`config.mk`:
```
export PLATFORM = sky130hd
export DESIGN_NAME = spy_top
export DESIGN_NICKNAME = d
export VERILOG_FILES = /design/src/rtl/spy_pkg.sv /design/src/rtl/spy_axil_slave.sv /design/src/rtl/spy_decode.sv /design/src/rtl/spy_machine_state.sv /design/src/rtl/spy_read_mux.sv /design/src/rtl/spy_top.sv
export SDC_FILE = /design/constraint.sdc
export NUM_CORES = 1
export LEC_CHECK = 0
export BUFFER_PORTS_ARGS = -buffer_cell sky130_fd_sc_hd__buf_4
export CORE_ASPECT_RATIO = 1.4
export CORE_MARGIN = 4
export CORE_UTILIZATION = 60
export CTS_BUF_LIST = sky130_fd_sc_hd__clkbuf_2
export DETAILED_ROUTE_END_ITERATION = 8
export GPL_TIMING_DRIVEN = 0
export HOLD_SLACK_MARGIN = 0.15
export PLACE_DENSITY = 0.79
export SYNTH_ARGS = -nofsm -noshare
export SYNTH_HDL_FRONTEND = slang
export SYNTH_HIERARCHICAL = 1
export SYNTH_SLANG_ARGS = --single-unit
```
`constraint.sdc`:
```
create_clock -name clk -period 10.4 [get_ports clk]
set_clock_uncertainty 0.1 [all_clocks]
set_input_delay 3.12 -clock clk [delete_from_list [all_inputs] [get_ports clk]]
set_output_delay 3.12 -clock clk [all_outputs]
set_load 0.02 [all_outputs]
```
`src/rtl/spy_pkg.sv`:
```
// Shared widths and address maps for the spy examine port
// Read and load maps are word addresses, taken from AXI address bits 6:2

package spy_pkg;

   // Bus side
   localparam int axi_addr_w = 7;
   localparam int axi_data_w = 32;
   localparam int resp_w     = 2;

   localparam logic [resp_w-1:0] resp_okay   = 2'b00;
   localparam logic [resp_w-1:0] resp_slverr = 2'b10;

   // Spy side
   localparam int spy_data_w = 16;
   localparam int eadr_w     = 5;
   localparam int n_read_sel = 24;
   localparam int n_load_sel = 12;

   // Stand-in target widths
   localparam int pc_w   = 14;
   localparam int dbir_w = 3 * spy_data_w;
   localparam int mach_w = 2 * spy_data_w;

   // Read map
   localparam int rd_irl     = 0;
   localparam int rd_irm     = 1;
   localparam int rd_irh     = 2;
   localparam int rd_scratch = 3;
   localparam int rd_opc     = 4;
   localparam int rd_pc      = 5;
   localparam int rd_obl     = 6;
   localparam int rd_obh     = 7;
   localparam int rd_flag1   = 8;
   localparam int rd_flag2   = 9;
   localparam int rd_ml      = 10;
   localparam int rd_mh      = 11;
   localparam int rd_al      = 12;
   localparam int rd_ah      = 13;
   localparam int rd_stl     = 14;
   localparam int rd_sth     = 15;
   localparam int rd_mdl     = 16;
   localparam int rd_mdh     = 17;
   localparam int rd_vmal    = 18;
   localparam int rd_vmah    = 19;
   localparam int rd_obl_n   = 20;
   localparam int rd_obh_n   = 21;
   localparam int rd_disk    = 22;
   localparam int rd_bd      = 23;

   // Load map
   localparam int ld_dbirl    = 0;
   localparam int ld_dbirm    = 1;
   localparam int ld_dbirh    = 2;
   localparam int ld_clk      = 3;
   localparam int ld_opc      = 4;
   localparam int ld_mode     = 5;
   localparam int ld_scratch1 = 6;
   localparam int ld_scratch2 = 7;
   localparam int ld_mdl      = 8;
   localparam int ld_mdh      = 9;
   localparam int ld_vmal     = 10;
   localparam int ld_vmah     = 11;

endpackage

```
`src/rtl/spy_axil_slave.sv`:
```
// AXI4-Lite front end, one outstanding transaction per channel
// A write waits until awvalid and wvalid are high together; writes win over reads
// Only wdata[15:0] is used, and it needs wstrb[1:0] both set

`timescale 1ns/10ps

module spy_axil_slave (
   input  logic                              clk,
   input  logic                              rst_n,

   // Write address and data
   input  logic [spy_pkg::axi_addr_w-1:0]    awaddr,
   input  logic                              awvalid,
   output logic                              awready,
   input  logic [spy_pkg::axi_data_w-1:0]    wdata,
   input  logic [spy_pkg::axi_data_w/8-1:0]  wstrb,
   input  logic                              wvalid,
   output logic                              wready,

   // Write response
   output logic [spy_pkg::resp_w-1:0]        bresp,
   output logic                              bvalid,
   input  logic                              bready,

   // Read address and data
   input  logic [spy_pkg::axi_addr_w-1:0]    araddr,
   input  logic                              arvalid,
   output logic                              arready,
   output logic [spy_pkg::axi_data_w-1:0]    rdata,
   output logic [spy_pkg::resp_w-1:0]        rresp,
   output logic                              rvalid,
   input  logic                              rready,

   // Spy side
   output logic [spy_pkg::eadr_w-1:0]        eadr,
   output logic                              dbread,
   output logic                              dbwrite,
   output logic [spy_pkg::spy_data_w-1:0]    spy_wdata,
   input  logic [spy_pkg::spy_data_w-1:0]    rd_word,
   input  logic                              hit
);
   import spy_pkg::*;

   logic wr_go;
   logic rd_go;
   logic full_strobe;

   // Accept conditions
   assign wr_go = awvalid && wvalid && !bvalid;
   // Read waits a cycle when a write is taken
   assign rd_go = arvalid && !rvalid && !wr_go;

   assign full_strobe = &wstrb[1:0];

   assign awready = wr_go;
   assign wready  = wr_go;
   assign arready = rd_go;

   // Word address from bits 6:2 of whichever channel is active
   assign eadr = wr_go ? awaddr[eadr_w+1:2] : araddr[eadr_w+1:2];

   // Partial strobes still complete the handshake, but load nothing
   assign dbwrite   = wr_go && full_strobe;
   assign dbread    = rd_go;
   assign spy_wdata = wdata[spy_data_w-1:0];

   // Response valid flags
   always_ff @(posedge clk) begin
      if (!rst_n) begin
         bvalid <= 1'b0;
         rvalid <= 1'b0;
      end else begin
         if (wr_go) begin
            bvalid <= 1'b1;
         end else if (bready) begin
            bvalid <= 1'b0;
         end

         if (rd_go) begin
            rvalid <= 1'b1;
         end else if (rready) begin
            rvalid <= 1'b0;
         end
      end
   end

   // Response payload, captured in the pulse cycle
   always_ff @(posedge clk) begin
      if (wr_go) begin
         // An ignored partial write is still OKAY
         bresp <= (dbwrite && !hit) ? resp_slverr : resp_okay;
      end

      if (rd_go) begin
         rresp <= hit ? resp_okay : resp_slverr;
         if (hit) begin
            rdata <= {{(axi_data_w-spy_data_w){1'b0}}, rd_word};
         end else begin
            rdata <= '0;
         end
      end
   end

endmodule

```
`src/rtl/spy_decode.sv`:
```
// Examine address decoder, purely combinational
// One read select per dbread pulse, one load strobe per dbwrite pulse
// hit means the address is mapped for the pulsing direction

`timescale 1ns/10ps

module spy_decode (
   input  logic [spy_pkg::eadr_w-1:0]     eadr,
   input  logic                           dbread,
   input  logic                           dbwrite,
   output logic [spy_pkg::n_read_sel-1:0] read_sel,
   output logic [spy_pkg::n_load_sel-1:0] load_sel,
   output logic                           hit
);
   import spy_pkg::*;

   // Read selects, address 0 to 23
   always_comb begin
      read_sel = '0;
      for (int i = 0; i < n_read_sel; i++) begin
         if ({dbread, eadr} == {1'b1, eadr_w'(i)}) begin
            read_sel[i] = 1'b1;
         end
      end
   end

   // Load strobes, address 0 to 11
   always_comb begin
      load_sel = '0;
      for (int i = 0; i < n_load_sel; i++) begin
         if ({dbwrite, eadr} == {1'b1, eadr_w'(i)}) begin
            load_sel[i] = 1'b1;
         end
      end
   end

   // Unmapped addresses leave both vectors empty
   assign hit = (|read_sel) || (|load_sel);

endmodule

```
`src/rtl/spy_machine_state.sv`:
```
// Loadable spy registers and a single-step stand-in for the processor
// Load strobes are one-hot; pc bits above 13 of the write data are dropped

`timescale 1ns/10ps

module spy_machine_state (
   input  logic                           clk,
   input  logic                           rst_n,
   input  logic [spy_pkg::n_load_sel-1:0] load_sel,
   input  logic [spy_pkg::spy_data_w-1:0] spy_wdata,
   output logic [spy_pkg::dbir_w-1:0]     dbir,
   output logic [spy_pkg::mach_w-1:0]     md,
   output logic [spy_pkg::mach_w-1:0]     vma,
   output logic [spy_pkg::pc_w-1:0]       opc,
   output logic [spy_pkg::pc_w-1:0]       pc,
   output logic [spy_pkg::spy_data_w-1:0] mode,
   output logic [spy_pkg::spy_data_w-1:0] scratch1,
   output logic [spy_pkg::spy_data_w-1:0] scratch2,
   output logic [spy_pkg::mach_w-1:0]     st,
   output logic [spy_pkg::mach_w-1:0]     ob
);
   import spy_pkg::*;

   localparam int w = spy_data_w;

   // Diagnostic instruction, md and vma, written a 16-bit slice at a time
   always_ff @(posedge clk) begin
      if (!rst_n) begin
         dbir <= '0;
         md   <= '0;
         vma  <= '0;
      end else begin
         if (load_sel[ld_dbirl]) begin
            dbir[w-1:0] <= spy_wdata;
         end
         if (load_sel[ld_dbirm]) begin
            dbir[2*w-1:w] <= spy_wdata;
         end
         if (load_sel[ld_dbirh]) begin
            dbir[3*w-1:2*w] <= spy_wdata;
         end
         if (load_sel[ld_mdl]) begin
            md[w-1:0] <= spy_wdata;
         end
         if (load_sel[ld_mdh]) begin
            md[2*w-1:w] <= spy_wdata;
         end
         if (load_sel[ld_vmal]) begin
            vma[w-1:0] <= spy_wdata;
         end
         if (load_sel[ld_vmah]) begin
            vma[2*w-1:w] <= spy_wdata;
         end
      end
   end

   // Mode and scratch words
   always_ff @(posedge clk) begin
      if (!rst_n) begin
         mode     <= '0;
         scratch1 <= '0;
         scratch2 <= '0;
      end else begin
         if (load_sel[ld_mode]) begin
            mode <= spy_wdata;
         end
         if (load_sel[ld_scratch1]) begin
            scratch1 <= spy_wdata;
         end
         if (load_sel[ld_scratch2]) begin
            scratch2 <= spy_wdata;
         end
      end
   end

   // Stand-in target: opc load sets pc, clock write steps once
   always_ff @(posedge clk) begin
      if (!rst_n) begin
         pc  <= '0;
         opc <= '0;
         st  <= '0;
      end else if (load_sel[ld_opc]) begin
         opc <= pc;
         pc  <= spy_wdata[pc_w-1:0];
      end else if (load_sel[ld_clk]) begin
         opc <= pc;
         // pc wraps at 14 bits
         pc  <= pc + 1'b1;
         st  <= st + 1'b1;
      end
   end

   // Output bus of the stand-in target
   assign ob = md + vma;

endmodule

```
`src/rtl/spy_read_mux.sv`:
```
// Readback word for the examine port, OR of the selected sources
// Expects one-hot read selects; disk and bus-debug spies read as zero

`timescale 1ns/10ps

module spy_read_mux (
   input  logic [spy_pkg::n_read_sel-1:0] read_sel,
   input  logic [spy_pkg::dbir_w-1:0]     dbir,
   input  logic [spy_pkg::mach_w-1:0]     md,
   input  logic [spy_pkg::mach_w-1:0]     vma,
   input  logic [spy_pkg::pc_w-1:0]       opc,
   input  logic [spy_pkg::pc_w-1:0]       pc,
   input  logic [spy_pkg::spy_data_w-1:0] mode,
   input  logic [spy_pkg::spy_data_w-1:0] scratch1,
   input  logic [spy_pkg::spy_data_w-1:0] scratch2,
   input  logic [spy_pkg::mach_w-1:0]     st,
   input  logic [spy_pkg::mach_w-1:0]     ob,
   output logic [spy_pkg::spy_data_w-1:0] rd_word
);
   import spy_pkg::*;

   localparam int w = spy_data_w;

   logic [w-1:0] scratch_word;
   logic [w-1:0] flag2_word;

   function automatic logic [w-1:0] pick(input logic sel, input logic [w-1:0] val);
      return sel ? val : '0;
   endfunction

   // Mode bit 0 picks the second scratch word
   assign scratch_word = mode[0] ? scratch2 : scratch1;
   assign flag2_word   = {{(w-1){1'b0}}, (md == vma)};

   // Disk and bd selects add no term, so they read zero
   assign rd_word =
      pick(read_sel[rd_irl],     dbir[w-1:0])                       |
      pick(read_sel[rd_irm],     dbir[2*w-1:w])                     |
      pick(read_sel[rd_irh],     dbir[3*w-1:2*w])                   |
      pick(read_sel[rd_scratch], scratch_word)                      |
      pick(read_sel[rd_opc],     {{(w-pc_w){1'b0}}, opc})           |
      pick(read_sel[rd_pc],      {{(w-pc_w){1'b0}}, pc})            |
      pick(read_sel[rd_obl],     ob[w-1:0])                         |
      pick(read_sel[rd_obh],     ob[2*w-1:w])                       |
      pick(read_sel[rd_flag1],   mode)                              |
      pick(read_sel[rd_flag2],   flag2_word)                        |
      pick(read_sel[rd_ml] | read_sel[rd_mdl],  md[w-1:0])          |
      pick(read_sel[rd_mh] | read_sel[rd_mdh],  md[2*w-1:w])        |
      pick(read_sel[rd_al] | read_sel[rd_vmal], vma[w-1:0])         |
      pick(read_sel[rd_ah] | read_sel[rd_vmah], vma[2*w-1:w])       |
      pick(read_sel[rd_stl],     st[w-1:0])                         |
      pick(read_sel[rd_sth],     st[2*w-1:w])                       |
      pick(read_sel[rd_obl_n],   ~ob[w-1:0])                        |
      pick(read_sel[rd_obh_n],   ~ob[2*w-1:w]);

endmodule

```
`src/rtl/spy_top.sv`:
```
// Spy examine port with an AXI4-Lite host side and a stand-in target
// One cycle of latency per channel, plus any host back-pressure

`timescale 1ns/10ps

module spy_top (
   input  logic                              clk,
   input  logic                              rst_n,
   input  logic [spy_pkg::axi_addr_w-1:0]    awaddr,
   input  logic                              awvalid,
   output logic                              awready,
   input  logic [spy_pkg::axi_data_w-1:0]    wdata,
   input  logic [spy_pkg::axi_data_w/8-1:0]  wstrb,
   input  logic                              wvalid,
   output logic                              wready,
   output logic [spy_pkg::resp_w-1:0]        bresp,
   output logic                              bvalid,
   input  logic                              bready,
   input  logic [spy_pkg::axi_addr_w-1:0]    araddr,
   input  logic                              arvalid,
   output logic                              arready,
   output logic [spy_pkg::axi_data_w-1:0]    rdata,
   output logic [spy_pkg::resp_w-1:0]        rresp,
   output logic                              rvalid,
   input  logic                              rready
);
   import spy_pkg::*;

   // Spy bus between the front end and the decoder
   logic [eadr_w-1:0]     eadr;
   logic                  dbread;
   logic                  dbwrite;
   logic [spy_data_w-1:0] spy_wdata;
   logic [spy_data_w-1:0] rd_word;
   logic                  hit;
   logic [n_read_sel-1:0] read_sel;
   logic [n_load_sel-1:0] load_sel;

   // Target state
   logic [dbir_w-1:0]     dbir;
   logic [mach_w-1:0]     md;
   logic [mach_w-1:0]     vma;
   logic [pc_w-1:0]       opc;
   logic [pc_w-1:0]       pc;
   logic [spy_data_w-1:0] mode;
   logic [spy_data_w-1:0] scratch1;
   logic [spy_data_w-1:0] scratch2;
   logic [mach_w-1:0]     st;
   logic [mach_w-1:0]     ob;

   spy_axil_slave u_slave (
      .clk, .rst_n,
      .awaddr, .awvalid, .awready, .wdata, .wstrb, .wvalid, .wready,
      .bresp, .bvalid, .bready,
      .araddr, .arvalid, .arready, .rdata, .rresp, .rvalid, .rready,
      .eadr, .dbread, .dbwrite, .spy_wdata, .rd_word, .hit
   );

   spy_decode u_decode (
      .eadr, .dbread, .dbwrite, .read_sel, .load_sel, .hit
   );

   spy_machine_state u_state (
      .clk, .rst_n, .load_sel, .spy_wdata,
      .dbir, .md, .vma, .opc, .pc, .mode, .scratch1, .scratch2, .st, .ob
   );

   spy_read_mux u_read_mux (
      .read_sel,
      .dbir, .md, .vma, .opc, .pc, .mode, .scratch1, .scratch2, .st, .ob,
      .rd_word
   );

endmodule

```
---- After elaboration in Yosys (flattened, before gate mapping) ----
Cells that the tools add are included.
storage, ports and cells
  register bits ........................... 258
  input bits .............................. 57
  output and inout port bits .............. 41
  logic and storage cells ................. 167
cells by class
  $add $sub $neg .......................... 3
  eq/ne operators ......................... 37
  muxes and demuxes ....................... 66
  bitwise operators ....................... 24
  reductions and logical operators ........ 18
operator list
  cell                                                             count
  16-bit bitwise OR                                                17
  16-bit 2-to-1 mux                                                16
  6-bit equality test, second input constant                       36
  14-bit 2-to-1 mux                                                6
  1-bit 2-to-1 mux                                                 41
  32-bit by 1-bit adder with 32-bit output, second input constant  1
  32-bit adder                                                     1
  32-bit equality test                                             1
  16-bit inverter                                                  2
  24-bit OR reduction                                              1
  14-bit by 1-bit adder with 14-bit output, second input constant  1
  12-bit OR reduction                                              1
  1-bit logical AND                                                6
  2-bit nonzero test                                               3
  5-bit 2-to-1 mux                                                 1
  1-bit logical NOT                                                4
  2-bit 2-to-1 mux                                                 2
  1-bit bitwise OR                                                 4
  2-bit AND reduction                                              2
  1-bit logical OR                                                 1
  1-bit inverter                                                   1

---- Logic depth before layout (Yosys ltp) ----
Gate-level depths: netlist of the first run.
  word-level depth ........................ 24
  depth in mapped cells ................... 16
  mapped depth without buffers ............ 15

---- Hierarchy ----
The synthesis of the first run kept the hierarchy.
by module, submodules not included
  module             times used  cells each  area an instance (um^2)  seq. area each (um^2)
  spy_machine_state  1           1094        10522.6                  4404.2
  spy_read_mux       1           298         2138.3                   0.0
  spy_axil_slave     1           91          1116.1                   580.6
  spy_decode         1           78          435.4                    0.0

---- Least setup slack after synthesis of the first run ----
No wires, ideal clock.
  kind .................................... input-to-output
  start ................................... input port wvalid
  end ..................................... output port arready
  data arrival time ....................... 5240 ps
  data required time ...................... 7180 ps
  slack ................................... 1940 ps
  stages .................................. 3
  buffers on the path ..................... 0
  cells stage by stage .................... nand3b_4 inv_1 nor3b_1
on the way
  word-level cells in the longest chain between the ends .. 4
RTL lines
  element                         RTL line              RTL
  from (decl)                     spy_top.sv:14         input logic wvalid,
  1-bit logical AND (2 in a row)  spy_axil_slave.sv:49  assign wr_go = awvalid && wvalid && !bvalid;
  named net awready               spy_top.sv:11         output logic awready,
  1-bit logical NOT               spy_axil_slave.sv:51  assign rd_go = arvalid && !rvalid && !wr_go;
  1-bit logical AND               spy_axil_slave.sv:51
  to (decl)                       spy_top.sv:21         output logic arready,
The timed path passes the listed nets, and every way through them passes these cells.

---- Worst setup path in the final report of the first run ----
  start ................................... input port wvalid
  end ..................................... output port arready
on the way
  word-level cells in the longest chain between the ends .. 4
RTL lines
  element                         RTL line
  1-bit logical AND (2 in a row)  spy_axil_slave.sv:49
  1-bit logical NOT               spy_axil_slave.sv:51
  1-bit logical AND               spy_axil_slave.sv:51
No other way between the ends.

==> results of run 1 <==
[cell usage in the layout (no fill, tap or decap), types with 5 or more instances in the layout]
cell      instances
xnor2_1          57
or3_1             7
nor3_1           15
a22oi_1          72
a21boi_0         18
clkinv_1         13
nor2b_1         196
conb_1           18
and3_1           10
clkbuf_1        102
clkbuf_2         76
buf_6             9
o21ai_0          35
nand3_1          46
and2_1           59
nand2_1         101
inv_1            20
diode_2           5
mux2i_1         162
nor4_1            9
buf_2             5
a21oi_1          38
a221oi_1         31
a21o_1            9
ha_1             33
nand3b_1          5
nand4_1          23
o21bai_1         10
dfxtp_1         222
buf_4            84
mux2_4            5
a211oi_2          5
a211oi_1         14
edfxtp_1         18
mux2_2           17
xor2_1           45
nor2_1           51
[layout make-up]
class	instances	share of cell area [%]
antenna	5	0.0809
clock buffer	76	2.46
inverter	20	0.485
timing repair buffer	42	2.06
tap	306	2.48
clock inverter	18	0.631
multi-input combinational	1158	54.3
buffer	158	5.31
sequential	240	32.2
[worst paths after layout]
kind	startpoint	to	slack (ns)	depth (start not counted)
hold / removal	u_state/opc[6]	u_state/opc[6]	0.37	2
setup reg to reg	u_state/vma[4]	u_slave/rdata[11]	5.74	14
hold reg to reg	u_state/opc[6]	u_state/opc[6]	0.37	2
setup / recovery	wvalid	arready	3.04	5
[metal layers]
layer	GRT usage, %	routed length [um]	up-vias	share of wire [%]
li1	-	-	5710	-
met1	37.2	16500	5662	37
met2	57.4	21600	558	49
met3	4.93	2710	174	6.1
met4	23.3	3640	0	8.2
met5	0	0	-	0
[power breakdown]
group | total, W | switching (W) | internal (W)
logic | 0.000134 | 0.0000821 | 0.0000515
registers | 0.000938 | 0.00000258 | 0.000936
clock network | 0.000587 | 0.000366 | 0.000222
total | 0.00166 | 0.000451 | 0.00121
[state kept, by name (all words and copies together) (netlist names), 16 cells and up]
name / flops
u_state/scratch2: 16
u_state/mode: 16
u_state/md: 32
u_state/dbir: 48
u_slave/rdata: 16
u_state/vma: 32
u_state/scratch1: 16
u_state/st: 32
[metrics by stage]
| step | hold WS (ns) | power [W] |
|---|---|---|
| after floorplan | 0.341 | 0.00104 |
| after global placement | 0.351 | 0.00109 |
| after detailed placement | 0.357 | 0.00109 |
| after CTS | 0.372 | 0.00167 |
| after global routing | 0.393 | 0.00173 |
| final | 0.370 | 0.00166 |
[worst max-delay path, stage by stage]
cell	delay [ns]
buf_4	0.12
nand3b_4	0.14
inv_1	0.13
nor3b_2	0.40
buf_4	0.22
==> results.json, run 1 <==
{
  "status": "finished, final reports clean",
  "final_nets": 1767,
  "fin_ws_ns": 3.04,
  "dp_hpwl_um": 34100,
  "tightest_slew_ns": 1.03,
  "worstSetupStartpointType": "input pin",
  "row_count": 66,
  "register_area_um2": 4980,
  "cp.arrival_ns": 4.14,
  "core_area_um2": 23300,
  "period_share_pct": 70.7,
  "routed_wl_um": 44500,
  "slew_violations": 0,
  "drive_above_1_share_pct": 13.7,
  "ant_nets": 0,
  "drc": 0,
  "clock_tree.root_cell": "clkbuf_2",
  "cp_max_fo": 9,
  "place_congestion": 1.03,
  "dp_cells": 1924,
  "dr.pass1.iters": 5,
  "finalNonFillerCells": 2023,
  "critPathRequiredTime_ns": 7.18,
  "ir_drop_mv": 0.0816,
  "grt_usage_pct": 33.1,
  "portBuffers": 41,
  "drtIter0Drc": 1083,
  "pre_cts_slack_ns": 3.02,
  "numClockSinks": 240,
  "antenna_found_initial": 1,
  "syn-cell-area_um2": 14200,
  "gr-total-overflow": 0,
  "period_minus_slack_ns": 7.36,
  "die_w_um": 138,
  "start_util_pct": 61.0,
  "n_fill_cell": 2015,
  "post-cts-setup-buffer-count": 0,
  "grt_pass1_wl_um": 68300,
  "clock_latency_ns": 0.85,
  "setup_viol": 0,
  "synth_cells": 1559,
  "tns_ns": 0,
  "holdBufCountCts": 0,
  "via_per_inst": 5.98,
  "drv_cap": 0,
  "grt_max_degree": 16,
  "syn_area_per_cell_um2": 9.11,
  "vias": 12100,
  "p_leak_nw": 5.74,
  "power.density_nw_per_um2": 107,
  "placed_cell_area_um2": 15000,
  "path_class": "in -> out",
  "clock.fmax_mhz": 136,
  "htree_levels": 2,
  "hold_path_class": "reg -> reg",
  "clock_path_buffers": 3,
  "ios": 98,
  "slew_headroom_pct": 31.0,
  "final_cell_area_um2": 15500,
  "rsz0062_at_grt": "false",
  "die_h_um": 190,
  "worstSetupEndpointType": "primary output",
  "area_growth_pct": 8.88,
  "yosysWarnings": 6,
  "cts.clk_slew.worst_paths_ns": 0.09,
  "grt_pass1_vias": 12000,
  "ctsResizeCount": 0,
  "tritoncts": "done",
  "dieArea_um2": 26200,
  "final_hold_viol_count": 0,
  "avgRoutedWirePerCell_um": 22.0,
  "cts_made_buffers": 56,
  "multi_input_area_um2": 8390,
  "utilization_pct": 66.4
}
(Power assumes the default switching activity.)
==> inputs of run 2 (changes only) <==
CORE_UTILIZATION = 57   (was 60)
clock period = 5.9 ns   (was 10.4 ns; I/O delays follow)
==> run 2 against run 1 <==
Effect of this change:
- critical path depth stayed put
- hold slack lost 0.0026 ns
- clock-buffer cell count increased by 10
- first-iteration DRC count fell by 15%
==> results.json, run 2 (synthesis gave the netlist of run 1 again) <==
{
  "status": "finished, final reports clean",
  "tightest_slew_ns": 1.00,
  "p_comb_share_pct": 7.9,
  "slew_headroom_pct": 32.6,
  "grt.met1_usage_pct": 35.5,
  "hold_depth": 2,
  "worstSetupEndpointType": "primary output",
  "switching_share_pct": 27.1,
  "grt_pass1_wl_um": 68700,
  "avgRoutedWirePerCell_um": 22.1,
  "drc": 0,
  "n_fill_cell": 2147,
  "htree_levels": 2,
  "drive_above_1_share_pct": 14.1,
  "rr_startpoint": "u_state/md[3]",
  "path_class": "in -> out",
  "register_area_um2": 4980,
  "cp.arrival_ns": 2.87,
  "core_area_um2": 24600,
  "r2r_cells": 14,
  "via_per_inst": 5.93,
  "rsz0062_at_grt": "false",
  "cts.clk_slew.worst_paths_ns": 0.11,
  "grt.busiest_layer": "met2",
  "cts_made_buffers": 57,
  "ant_nets": 0,
  "gr-total-overflow": 0,
  "drv_cap": 0,
  "slew_violations": 0,
  "vias": 12100,
  "grt.met2_usage_pct": 54.8,
  "grt_max_degree": 15,
  "portBuffers": 41,
  "crit_chain": "buf_4 > nand3b_4 > inv_1 > nor3b_2 > buf_4",
  "die_w_um": 141,
  "clock.fmax_mhz": 211,
  "clock_tree.root_cell": "clkbuf_2",
  "clock_latency_ns": 0.89,
  "final_hold_viol_count": 0,
  "dp_cells": 1933,
  "r2r_slack_ns": 1.21,
  "numClockSinks": 240,
  "place_congestion": 1.00,
  "cp_max_fo": 9,
  "switchingPower_w": 0.000807,
  "ctsResizeCount": 0,
  "utilization_pct": 63.1,
  "min_from": "u_state/opc[12]",
  "regMostFlops": "u_state/dbir",
  "die_h_um": 195,
  "period_minus_slack_ns": 4.74,
  "power.internal_w": 0.00217,
  "row_count": 68,
  "holdBufCountCts": 0,
  "power.density_nw_per_um2": 192,
  "largest_reg_flops": 48,
  "setup_viol": 0,
  "dr.pass1.iters": 5,
  "start_util_pct": 57.8,
  "tritoncts": "done",
  "use_met3_pct": 4.87,
  "final_nets": 1768,
  "cpPeakStageDelay_ns": 0.47,
  "cp_common_cell": "buf_4",
  "seqPwrFrac_pct": 55.6,
  "ir_drop_mv": 0.153,
  "hold_path_class": "reg -> reg",
  "drtIter0Drc": 919,
  "cpMaxStageDelayCell": "nor3b_2",
  "dp_hpwl_um": 34900,
  "grt_usage_pct": 32.0,
  "critPathRequiredTime_ns": 4.03,
  "routed_wl_um": 44900,
  "area_growth_pct": 9.15,
  "multi_input_area_um2": 8390,
  "worstSetupStartpointType": "input pin",
  "pwr-share-clk_pct": 36.5,
  "period_share_pct": 80.3,
  "clock_path_buffers": 3,
  "holdPathEnd": "u_state/opc[12]",
  "layout_common_cells": "222 x dfxtp_1, 196 x nor2b_1, 162 x mux2i_1",
  "antenna_found_initial": 1,
  "ios": 98,
  "tns_ns": 0,
  "post-cts-setup-buffer-count": 0,
  "reg2reg_to": "u_slave/rdata[11]",
  "dieArea_um2": 27500,
  "finalNonFillerCells": 2035,
  "grt_pass1_vias": 12200,
  "p_leak_nw": 5.77,
  "final_common_cell": "dfxtp_1"
}
==> run 2: cell count changes in the layout (fill, tap and decap cells not counted) <==
cell      before  now
clkinv_2       3    2
clkbuf_2      76   86
diode_2        5    1
inv_2          1    0
clkinv_1      13   12
==> run 2: routing by layer <==
metal	part of all wire, %	vias to the layer above
met5	0	-
li1	-	5711
met3	5.7	170
met2	49	502
met4	8.1	0
met1	37	5683
==> run 2: power groups by stage <==
stage	clock (W)	sequential (W)	combinational [W]
2_1_floorplan	0	0.00170	0.000139
3_3_place_gp	0	0.00169	0.000228
3_5_place_dp	0	0.00169	0.000232
4_1_cts	0.00111	0.00165	0.000233
5_1_grt	0.00119	0.00166	0.000250
6_report	0.00108	0.00165	0.000236
==> run 2: worst max-delay path by stage <==
stage	start	endpoint
2_1_floorplan	wvalid	u_slave/rdata[13]
3_3_place_gp	wvalid	u_slave/rdata[11]
3_5_place_dp	wvalid	u_slave/rdata[11]
4_1_cts	wvalid	arready
5_1_grt	u_state/md[0]	u_slave/rdata[11]
6_report	wvalid	arready
==> run 2: critical path: cells and delay by family <==
| kind | cells | cell delay [ns] |
|---|---|---|
| buffers and inverters | 3 | 0.48 |
| AND/OR/NAND/NOR | 2 | 0.61 |
==> run 2: through the flow <==
stage	instance area [um2]	setup slack (ns)	hold WS, ns	power [W]
after global placement	15000	-1.13	0.348	0.00192
after CTS	15500	1.16	0.369	0.00300
after detailed placement	15000	0.408	0.355	0.00192
after global routing	15500	0.867	0.402	0.00309
final	15500	1.16	0.367	0.00297
after floorplan	14300	0.0460	0.341	0.00184
==> run 2: cell type report <==
cell class | instances | area share (%)
clock inverters | 15 | 0.549
well taps | 315 | 2.54
repair buffers | 42 | 2.06
multi-input cells | 1158 | 54.1
plain buffers | 158 | 5.29
inverters | 20 | 0.484
flip-flops and latches | 240 | 32.2
diodes | 1 | 0.0161
clock buffers | 86 | 2.78
